==> src/logic/opm_pkg.sv <==
package opm_pkg;

    ////////////////////
    // widths and sizes

    parameter int DATA_W = 8;   // cpu bus width
    parameter int NUM_CH = 8;   // fm channels
    parameter int CH_W   = 3;   // channel index width

    // first channel register address, everything below is global
    parameter logic [DATA_W-1:0] HIREG_BASE = 8'h20;

    ////////////////////
    // register maps

    typedef enum logic [7:0] {
        LOREG_NOISE     = 8'h0F,    // ne, nfrq
        LOREG_CLKA1     = 8'h10,    // timer a msbs
        LOREG_CLKA2     = 8'h11,    // timer a lsbs
        LOREG_CLKB      = 8'h12,
        LOREG_TIMER_CTL = 8'h14,
        LOREG_LFRQ      = 8'h18,
        LOREG_PMD_AMD   = 8'h19,    // split by d[7]
        LOREG_WAVE      = 8'h1B
    } loreg_addr_e;

    // address bits 7:3 of the channel register groups
    typedef enum logic [4:0] {
        HIREG_RL_FL_ALG = 5'h04,    // 0x20-0x27
        HIREG_KC        = 5'h05,    // 0x28-0x2f
        HIREG_KF        = 5'h06,    // 0x30-0x37
        HIREG_PMS_AMS   = 5'h07     // 0x38-0x3f
    } hireg_group_e;

    typedef enum logic {
        BUSY_IDLE   = 1'b0,
        BUSY_ACTIVE = 1'b1
    } busy_state_e;

    ////////////////////
    // bundles

    typedef struct packed {
        logic              addr_ld;    // one cycle, a0 low
        logic              data_ld;    // one cycle, a0 high
        logic [DATA_W-1:0] data;
    } bus_wr_t;

    typedef struct packed {
        logic [9:0] clka;
        logic [7:0] clkb;
        logic       run_a;
        logic       run_b;
        logic       irq_en_a;
        logic       irq_en_b;
        logic       csm;
        logic       frst_a;     // pulse
        logic       frst_b;     // pulse
    } timer_regs_t;

    typedef struct packed {
        logic [7:0] lfrq;
        logic [6:0] pmd;
        logic [6:0] amd;
        logic [1:0] w;
        logic       update;     // pulse on 0x18 write
    } lfo_regs_t;

    typedef struct packed {
        logic       ne;
        logic [4:0] nfrq;
    } noise_regs_t;

    typedef struct packed {
        logic [6:0] kc;
        logic [5:0] kf;
        logic [2:0] pms;
        logic [1:0] ams;
        logic [2:0] fl;
        logic [2:0] alg;
        logic [1:0] rl;
    } chan_regs_t;

endpackage
==> src/logic/opm_reg_top.sv <==
`timescale 1ns/1ps

module opm_reg_top #(
    parameter int SYNC_STAGES = 2,
    parameter int BUSY_CYCLES = 32
) (
    input  logic                          i_EMUCLK,
    input  logic                          mrst_n,

    // cpu bus
    input  logic                          i_cs_n,
    input  logic                          i_wr_n,
    input  logic                          i_rd_n,
    input  logic                          i_a0,
    input  logic [opm_pkg::DATA_W-1:0]    i_d,
    output logic [opm_pkg::DATA_W-1:0]    o_d,
    output logic                          o_d_oe,

    input  logic                          i_timera_flag,
    input  logic                          i_timerb_flag,

    // register outputs
    output opm_pkg::timer_regs_t          o_timer,
    output opm_pkg::lfo_regs_t            o_lfo,
    output opm_pkg::noise_regs_t          o_noise,
    output opm_pkg::chan_regs_t           o_ch,
    output logic [opm_pkg::CH_W-1:0]      o_ch_idx
);

    opm_pkg::bus_wr_t wr;   // strobes to both banks

    opm_bus_ctrl #(
        .SYNC_STAGES (SYNC_STAGES),
        .BUSY_CYCLES (BUSY_CYCLES)
    ) u_bus_ctrl (
        .i_EMUCLK      (i_EMUCLK),
        .mrst_n        (mrst_n),
        .i_cs_n        (i_cs_n),
        .i_wr_n        (i_wr_n),
        .i_rd_n        (i_rd_n),
        .i_a0          (i_a0),
        .i_d           (i_d),
        .i_timera_flag (i_timera_flag),
        .i_timerb_flag (i_timerb_flag),
        .o_wr          (wr),
        .o_d           (o_d),
        .o_d_oe        (o_d_oe)
    );

    opm_global_regs u_global_regs (
        .i_EMUCLK (i_EMUCLK),
        .mrst_n   (mrst_n),
        .i_wr     (wr),
        .o_timer  (o_timer),
        .o_lfo    (o_lfo),
        .o_noise  (o_noise)
    );

    opm_chan_regs u_chan_regs (
        .i_EMUCLK (i_EMUCLK),
        .mrst_n   (mrst_n),
        .i_wr     (wr),
        .o_ch     (o_ch),
        .o_ch_idx (o_ch_idx)
    );

endmodule

==> src/logic/opm_chan_regs.sv <==
`timescale 1ns/1ps

module opm_chan_regs (
    input  logic                          i_EMUCLK,
    input  logic                          mrst_n,

    input  opm_pkg::bus_wr_t              i_wr,

    output opm_pkg::chan_regs_t           o_ch,
    output logic [opm_pkg::CH_W-1:0]      o_ch_idx
);

    localparam logic [opm_pkg::CH_W-1:0] LAST_CH = opm_pkg::CH_W'(opm_pkg::NUM_CH - 1);

    logic [opm_pkg::DATA_W-1:0] pend_addr;
    logic [opm_pkg::DATA_W-1:0] pend_data;
    logic                       pend_addr_vld;
    logic                       pend_data_vld;
    logic                       commit;

    opm_pkg::chan_regs_t        ch_sr [opm_pkg::NUM_CH];   // [0] is the head
    opm_pkg::chan_regs_t        ch_next;

    ////////////////////
    // pending write

    always_ff @(posedge i_EMUCLK or negedge mrst_n) begin
        if (!mrst_n) begin
            pend_addr_vld <= 1'b0;
            pend_data_vld <= 1'b0;
        end else if (i_wr.addr_ld) begin
            // a low address cancels the channel write
            pend_addr_vld <= (i_wr.data >= opm_pkg::HIREG_BASE);
            pend_data_vld <= 1'b0;
        end else if (i_wr.data_ld && pend_addr_vld) begin
            pend_data_vld <= 1'b1;
        end else if (commit) begin
            pend_data_vld <= 1'b0;
        end
    end

    always_ff @(posedge i_EMUCLK) begin
        if (i_wr.addr_ld) begin
            pend_addr <= i_wr.data;
        end
        if (i_wr.data_ld && pend_addr_vld) begin
            pend_data <= i_wr.data;
        end
    end

    // wait for the target channel to pass the head
    assign commit = pend_data_vld && (pend_addr[opm_pkg::CH_W-1:0] == o_ch_idx);

    ////////////////////
    // field merge

    always_comb begin
        ch_next = ch_sr[0];
        if (commit) begin
            case (opm_pkg::hireg_group_e'(pend_addr[7:3]))
                opm_pkg::HIREG_RL_FL_ALG: begin
                    ch_next.rl  = pend_data[7:6];
                    ch_next.fl  = pend_data[5:3];
                    ch_next.alg = pend_data[2:0];
                end
                opm_pkg::HIREG_KC:  ch_next.kc = pend_data[6:0];
                opm_pkg::HIREG_KF:  ch_next.kf = pend_data[7:2];
                opm_pkg::HIREG_PMS_AMS: begin
                    ch_next.pms = pend_data[6:4];
                    ch_next.ams = pend_data[1:0];
                end
                default: ;  // operator range, not kept
            endcase
        end
    end

    ////////////////////
    // rotating channel store

    // head goes back in at the tail, counter tracks which channel is at the head
    always_ff @(posedge i_EMUCLK or negedge mrst_n) begin
        if (!mrst_n) begin
            for (int i = 0; i < opm_pkg::NUM_CH; i++) begin
                ch_sr[i] <= '0;
            end
            o_ch_idx <= '0;
        end else begin
            for (int i = 0; i < opm_pkg::NUM_CH - 1; i++) begin
                ch_sr[i] <= ch_sr[i+1];
            end
            ch_sr[opm_pkg::NUM_CH-1] <= ch_next;
            o_ch_idx <= (o_ch_idx == LAST_CH) ? '0 : o_ch_idx + 1'b1;
        end
    end

    assign o_ch = ch_sr[0];

    // accepted data reaches its channel within one rotation
    a_pend_commit: assert property (@(posedge i_EMUCLK) disable iff (!mrst_n)
        (i_wr.data_ld && pend_addr_vld) |=>
            pend_data_vld ##[1:opm_pkg::NUM_CH] !pend_data_vld);

endmodule

==> src/logic/opm_global_regs.sv <==
`timescale 1ns/1ps

module opm_global_regs (
    input  logic                  i_EMUCLK,
    input  logic                  mrst_n,

    input  opm_pkg::bus_wr_t      i_wr,

    output opm_pkg::timer_regs_t  o_timer,
    output opm_pkg::lfo_regs_t    o_lfo,
    output opm_pkg::noise_regs_t  o_noise
);

    logic [opm_pkg::DATA_W-1:0] lo_addr;   // last low address written
    logic                       lo_valid;
    logic                       wr_en;
    logic [opm_pkg::DATA_W-1:0] wd;

    assign wr_en = i_wr.data_ld & lo_valid;
    assign wd    = i_wr.data;

    ////////////////////
    // address latch

    // a channel address drops the low address until the next one
    always_ff @(posedge i_EMUCLK or negedge mrst_n) begin
        if (!mrst_n) begin
            lo_addr  <= '0;
            lo_valid <= 1'b0;
        end else if (i_wr.addr_ld) begin
            lo_addr  <= i_wr.data;
            lo_valid <= (i_wr.data < opm_pkg::HIREG_BASE);
        end
    end

    ////////////////////
    // register bank

    always_ff @(posedge i_EMUCLK or negedge mrst_n) begin
        if (!mrst_n) begin
            o_timer <= '0;
            o_lfo   <= '0;
            o_noise <= '0;
        end else begin
            // pulses drop after one cycle
            o_timer.frst_a <= 1'b0;
            o_timer.frst_b <= 1'b0;
            o_lfo.update   <= 1'b0;

            if (wr_en) begin
                case (opm_pkg::loreg_addr_e'(lo_addr))
                    opm_pkg::LOREG_NOISE: begin
                        o_noise.ne   <= wd[7];
                        o_noise.nfrq <= wd[4:0];
                    end
                    opm_pkg::LOREG_CLKA1:     o_timer.clka[9:2] <= wd;
                    opm_pkg::LOREG_CLKA2:     o_timer.clka[1:0] <= wd[1:0];
                    opm_pkg::LOREG_CLKB:      o_timer.clkb      <= wd;
                    opm_pkg::LOREG_TIMER_CTL: begin
                        o_timer.run_a    <= wd[0];
                        o_timer.run_b    <= wd[1];
                        o_timer.irq_en_a <= wd[2];
                        o_timer.irq_en_b <= wd[3];
                        o_timer.frst_a   <= wd[4];
                        o_timer.frst_b   <= wd[5];
                        o_timer.csm      <= wd[7];  // stored only
                    end
                    opm_pkg::LOREG_LFRQ: begin
                        o_lfo.lfrq   <= wd;
                        o_lfo.update <= 1'b1;       // lfo reloads its rate
                    end
                    opm_pkg::LOREG_PMD_AMD: begin
                        if (wd[7]) begin
                            o_lfo.pmd <= wd[6:0];
                        end else begin
                            o_lfo.amd <= wd[6:0];
                        end
                    end
                    opm_pkg::LOREG_WAVE:      o_lfo.w <= wd[1:0];
                    default: ;                      // unmapped, ignored
                endcase
            end
        end
    end

    a_frst_a_pulse: assert property (@(posedge i_EMUCLK) disable iff (!mrst_n)
        o_timer.frst_a |=> !o_timer.frst_a);

endmodule

==> src/logic/opm_bus_ctrl.sv <==
`timescale 1ns/1ps

module opm_bus_ctrl #(
    parameter int SYNC_STAGES = 2,     // 2 to 4
    parameter int BUSY_CYCLES = 32     // at least NUM_CH + 2
) (
    input  logic                         i_EMUCLK,
    input  logic                         mrst_n,

    input  logic                         i_cs_n,
    input  logic                         i_wr_n,
    input  logic                         i_rd_n,
    input  logic                         i_a0,
    input  logic [opm_pkg::DATA_W-1:0]   i_d,

    input  logic                         i_timera_flag,
    input  logic                         i_timerb_flag,

    output opm_pkg::bus_wr_t             o_wr,
    output logic [opm_pkg::DATA_W-1:0]   o_d,
    output logic                         o_d_oe
);

    localparam int CNT_W = $clog2(BUSY_CYCLES);

    logic                        wr_act_pin;
    logic [SYNC_STAGES-1:0]      wr_act_sync;
    logic [SYNC_STAGES-1:0]      a0_sync;
    logic [opm_pkg::DATA_W-1:0]  d_sync [SYNC_STAGES];
    logic                        wr_act_q;      // previous synced level
    logic                        wr_rise;

    logic                        addr_ld_q;
    logic                        data_ld_q;
    logic [opm_pkg::DATA_W-1:0]  data_q;

    opm_pkg::busy_state_e        busy_state;
    logic [CNT_W-1:0]            busy_cnt;
    logic                        busy;

    ////////////////////
    // pin synchronizer

    assign wr_act_pin = ~i_cs_n & ~i_wr_n;

    always_ff @(posedge i_EMUCLK or negedge mrst_n) begin
        if (!mrst_n) begin
            wr_act_sync <= '0;
            a0_sync     <= '0;
            wr_act_q    <= 1'b0;
        end else begin
            wr_act_sync <= {wr_act_sync[SYNC_STAGES-2:0], wr_act_pin};
            a0_sync     <= {a0_sync[SYNC_STAGES-2:0], i_a0};
            wr_act_q    <= wr_act_sync[SYNC_STAGES-1];
        end
    end

    // data bus follows the same chain depth as the strobes
    always_ff @(posedge i_EMUCLK) begin
        d_sync[0] <= i_d;
        for (int i = 1; i < SYNC_STAGES; i++) begin
            d_sync[i] <= d_sync[i-1];
        end
    end

    ////////////////////
    // write strobes

    assign wr_rise = wr_act_sync[SYNC_STAGES-1] & ~wr_act_q;   // start of a write

    always_ff @(posedge i_EMUCLK or negedge mrst_n) begin
        if (!mrst_n) begin
            addr_ld_q <= 1'b0;
            data_ld_q <= 1'b0;
        end else begin
            addr_ld_q <= wr_rise & ~a0_sync[SYNC_STAGES-1];
            data_ld_q <= wr_rise & a0_sync[SYNC_STAGES-1];
        end
    end

    always_ff @(posedge i_EMUCLK) begin
        if (wr_rise) begin
            data_q <= d_sync[SYNC_STAGES-1];
        end
    end

    assign o_wr.addr_ld = addr_ld_q;
    assign o_wr.data_ld = data_ld_q;
    assign o_wr.data    = data_q;

    ////////////////////
    // busy flag

    // each data write (re)starts the busy window
    always_ff @(posedge i_EMUCLK or negedge mrst_n) begin
        if (!mrst_n) begin
            busy_state <= opm_pkg::BUSY_IDLE;
            busy_cnt   <= '0;
        end else if (data_ld_q) begin
            busy_state <= opm_pkg::BUSY_ACTIVE;
            busy_cnt   <= CNT_W'(BUSY_CYCLES - 1);
        end else begin
            case (busy_state)
                opm_pkg::BUSY_ACTIVE: begin
                    if (busy_cnt == '0) begin
                        busy_state <= opm_pkg::BUSY_IDLE;
                    end else begin
                        busy_cnt <= busy_cnt - 1'b1;
                    end
                end
                default: ;  // idle, wait for data_ld
            endcase
        end
    end

    assign busy = (busy_state == opm_pkg::BUSY_ACTIVE);

    ////////////////////
    // status read

    assign o_d    = {busy, 5'b00000, i_timera_flag, i_timerb_flag};
    assign o_d_oe = ~i_cs_n & ~i_rd_n & ~i_a0 & mrst_n;

    // busy holds through the last cycle of the window
    a_busy_window: assert property (@(posedge i_EMUCLK) disable iff (!mrst_n)
        o_wr.data_ld |=> busy ##(BUSY_CYCLES-1) busy);

endmodule

==> config.mk <==
export PLATFORM = sky130hd
export DESIGN_NAME = opm_reg_top
export DESIGN_NICKNAME = d
export VERILOG_FILES = /design/src/logic/opm_pkg.sv /design/src/logic/opm_reg_top.sv /design/src/logic/opm_chan_regs.sv /design/src/logic/opm_global_regs.sv /design/src/logic/opm_bus_ctrl.sv
export SDC_FILE = /design/constraint.sdc
export NUM_CORES = 1
export LEC_CHECK = 0
export BUFFER_PORTS_ARGS = -buffer_cell sky130_fd_sc_hd__buf_2
export CAP_MARGIN = 10
export CORE_UTILIZATION = 57
export DETAILED_ROUTE_END_ITERATION = 7
export PLACE_DENSITY = 0.89
export RECOVER_POWER = 100
export REMOVE_ABC_BUFFERS = 1
export SYNTH_ARGS = -nofsm -noshare
export SYNTH_HDL_FRONTEND = slang
export SYNTH_SLANG_ARGS = --single-unit
==> constraint.sdc <==
create_clock -name i_EMUCLK -period 2.5 [get_ports i_EMUCLK]
set_clock_uncertainty 0.15 [all_clocks]
set_input_delay 0.25 -clock i_EMUCLK [delete_from_list [all_inputs] [get_ports i_EMUCLK]]
set_output_delay 0.25 -clock i_EMUCLK [all_outputs]
set_load 0.02 [all_outputs]
==> impl_metrics.tcl <==
set metrics [dict create \
    multiInputGateArea_um2 1480 \
    place_congestion 0.772 \
    setup_viol 0 \
    slew_headroom 0.193 \
    period_share 0.923 \
    dieArea_um2 18300 \
    htree_levels 1 \
    antenna_found_initial 0 \
    hold_buffers 13 \
    leakage_uw 0.00586 \
    rows 48 \
    grt_pass1_wl_um 30100 \
    critPathKind "flop to flop" \
    drtAntennaViolNets 0 \
    antennaDiodeCount 0 \
    fin_util 0.677 \
    grt_pass1_vias 5090 \
    final_cell_mix "291 x dfrtp_1, 92 x clkbuf_1, 70 x mux2_2, 31 x clkbuf_16, 24 x edfxtp_1" \
    seq_area_frac_synth 0.821 \
    clock_path_buffers 3 \
    syn_avg_cell_area_um2 19.0 \
    worstHoldPathType "flop to flop" \
    fin_crit_ns 2.31 \
    drtIter0Drc 299 \
    wl_per_cell_um 21.5 \
    finalHoldViolCount 0 \
    die_h_um 135 \
    areaGrowthSynthToFinish_pct 15.9 \
    grt_start_max_net_pins 142 \
    finalWirelength_um 19300 \
    cp_data_required_time_ns 2.77 \
    via_per_inst 5.12 \
    finalPower_uw 10900 \
    max-vdd-ir-drop_mv 0.873 \
    cts_setup_buffers 0 \
    cts_tree "yes" \
    max_slew.worst_pin.slew_ns 1.21 \
    power.density_nw_per_um2 926 \
    track_usage 0.227 \
    stdcell_count 898 \
    final_common_cell "dfrtp_1" \
    cts_made_buffers 31 \
    grt_overflow 0 \
    final_nets 667 \
    worstPathArrival_ns 2.58 \
    maxCapViolCount 0 \
    synth_seq_cells 331 \
    status "complete, no violations" \
    layout.area.seq_um2 8320 \
    cts_resized 0 \
    synth_warnings 0 \
    fmax_mhz 433 \
    cp-start-kind "flop" \
    rsz0062_at_grt "no" \
    die_w_um 135 \
    syn_inst 534 \
    route.detailed.drc 0 \
    cts_root_buffer "clkbuf_16" \
    path_clk_slew_ns 0.06 \
    final_layout_size_suffix_gt1_frac 0.221 \
    core_um2 17400 \
    cp-end-kind "flop" \
    yosysUniqueCellTypes 39 \
    vias 4600 \
    syn_area_um2 10100 \
    io_buffers 100 \
    place_inst 827 \
    start_util 0.584 \
    hold_ws_ns 0.177 \
    critPathMaxFanout 7 \
    setup_tns_ns 0 \
    clock_sinks 331 \
    dr.pass1.iters 4 \
    fill_cells 1104 \
    io_pins 110 \
    hpwlAfterDp_um 11600 \
    clk_latency_ns 0.55 \
    drv_slew 0 \
]
[cell type report]
cell class	instances	share of cell area
Timing Repair Buffer	119	0.0472
Clock inverter	18	0.0162
Tap cell	225	0.0240
Clock buffer	40	0.0766
Sequential cell	331	0.708
Multi-Input combinational cell	158	0.126
Inverter	7	0.00224
[state kept, by name (all words and copies together), names as in the netlist, 2 cells and up]
signal and flops:
u_chan_regs.o_ch 26, u_bus_ctrl.wr_act_sync 2, u_chan_regs.o_ch_idx 3, u_bus_ctrl.data_q 8, u_bus_ctrl.d_sync 16, u_chan_regs.ch_sr 182
u_chan_regs.pend_data 8, u_global_regs.o_lfo 25, u_bus_ctrl.busy_cnt 5, u_chan_regs.pend_addr 8, u_global_regs.o_noise 6, u_global_regs.o_timer 25
u_global_regs.lo_addr 8, u_bus_ctrl.a0_sync 2
[synth_stat cells (all sizes together)]
cell type	instances	area [µm²]
mux2i	1	10.0
nand4	3	18.8
nand4b	1	8.76
or3	1	6.26
nand2b	5	31.3
a211o	1	8.76
xor2	1	8.76
edfxtp	24	721
buf	37	283
dfxtp	16	320
inv	7	26.3
nor2b	3	18.8
nand3	2	10.0
nand2	5	18.8
and3b	1	8.76
or3b	1	8.76
nor4	6	67.6
a21oi	1	5.00
clkbuf	5	18.8
conb	1	3.75
or4	1	11.3
nor2	13	48.8
o31ai	1	7.51
mux2	87	1010
ha	3	37.5
nand3b	4	33.8
nor3b	2	25.0
xnor2	4	35.0
nor4b	1	8.76
dfrtp	291	7280
a21o	1	7.51
and2	2	12.5
or4b	1	10.0
nor4bb	1	10.0
[critical path, cell delays in order, from the launching register on]
cell and delay (ns):
dfrtp_1 0.40, or3b_1 0.53, or4_1 0.73, mux2_1 0.38
[per-stage QoR]
stage,instance area (µm²),setup slack (ns)
after floorplan,9850,0.420
after global placement,10700,0.390
after detailed placement,10700,0.311
after CTS,11900,0.262
after global routing,11800,0.105
final,11800,0.192
[kinds of logic (layout without fill, tap and decap cells)]
family,Yosys count,count (layout),synth area share
adders and majority gates,3,3,0.00370
and+or+nand+nor,53,53,0.0353
AOI/OAI and AO/OA,4,4,0.00284
other,1,5,0.000370
buffers and inverters,49,184,0.0323
muxes,88,88,0.100
DFF,331,331,0.821
xor gates and xnor gates,5,5,0.00432
[routing by layer]
| metal | share of wire | wire [µm] | global-route usage |
|---|---|---|---|
| met5 | 0 | 0 | 0 |
| met4 | 0.016 | 307 | 0.0524 |
| met3 | 0.053 | 1020 | 0.0438 |
| met2 | 0.52 | 10000 | 0.384 |
| met1 | 0.41 | 8000 | 0.308 |
[final timing paths]
kind	start	endpoint	slack, ns	cells after the start
max	u_global_regs.lo_addr[7]	u_global_regs.o_lfo[11]	0.19	3
min in group asynchronous	mrst_n	u_bus_ctrl.busy_cnt[0]	0.68	3
max in group asynchronous	mrst_n	u_chan_regs.ch_sr[174]	0.46	3
min reg2reg	u_bus_ctrl.d_sync[0][2]	u_bus_ctrl.d_sync[1][2]	0.18	0
max reg2reg	u_global_regs.lo_addr[7]	u_global_regs.o_lfo[11]	0.19	3
min	u_bus_ctrl.d_sync[0][2]	u_bus_ctrl.d_sync[1][2]	0.18	0
[power breakdown]
| group | switching [µW] | leakage (µW) | internal (µW) |
|---|---|---|---|
| registers | 120 | 0.00437 | 5530 |
| logic | 239 | 0.000954 | 141 |
| clock network | 2000 | 0.000545 | 2860 |
(Power assumes the default switching activity.)
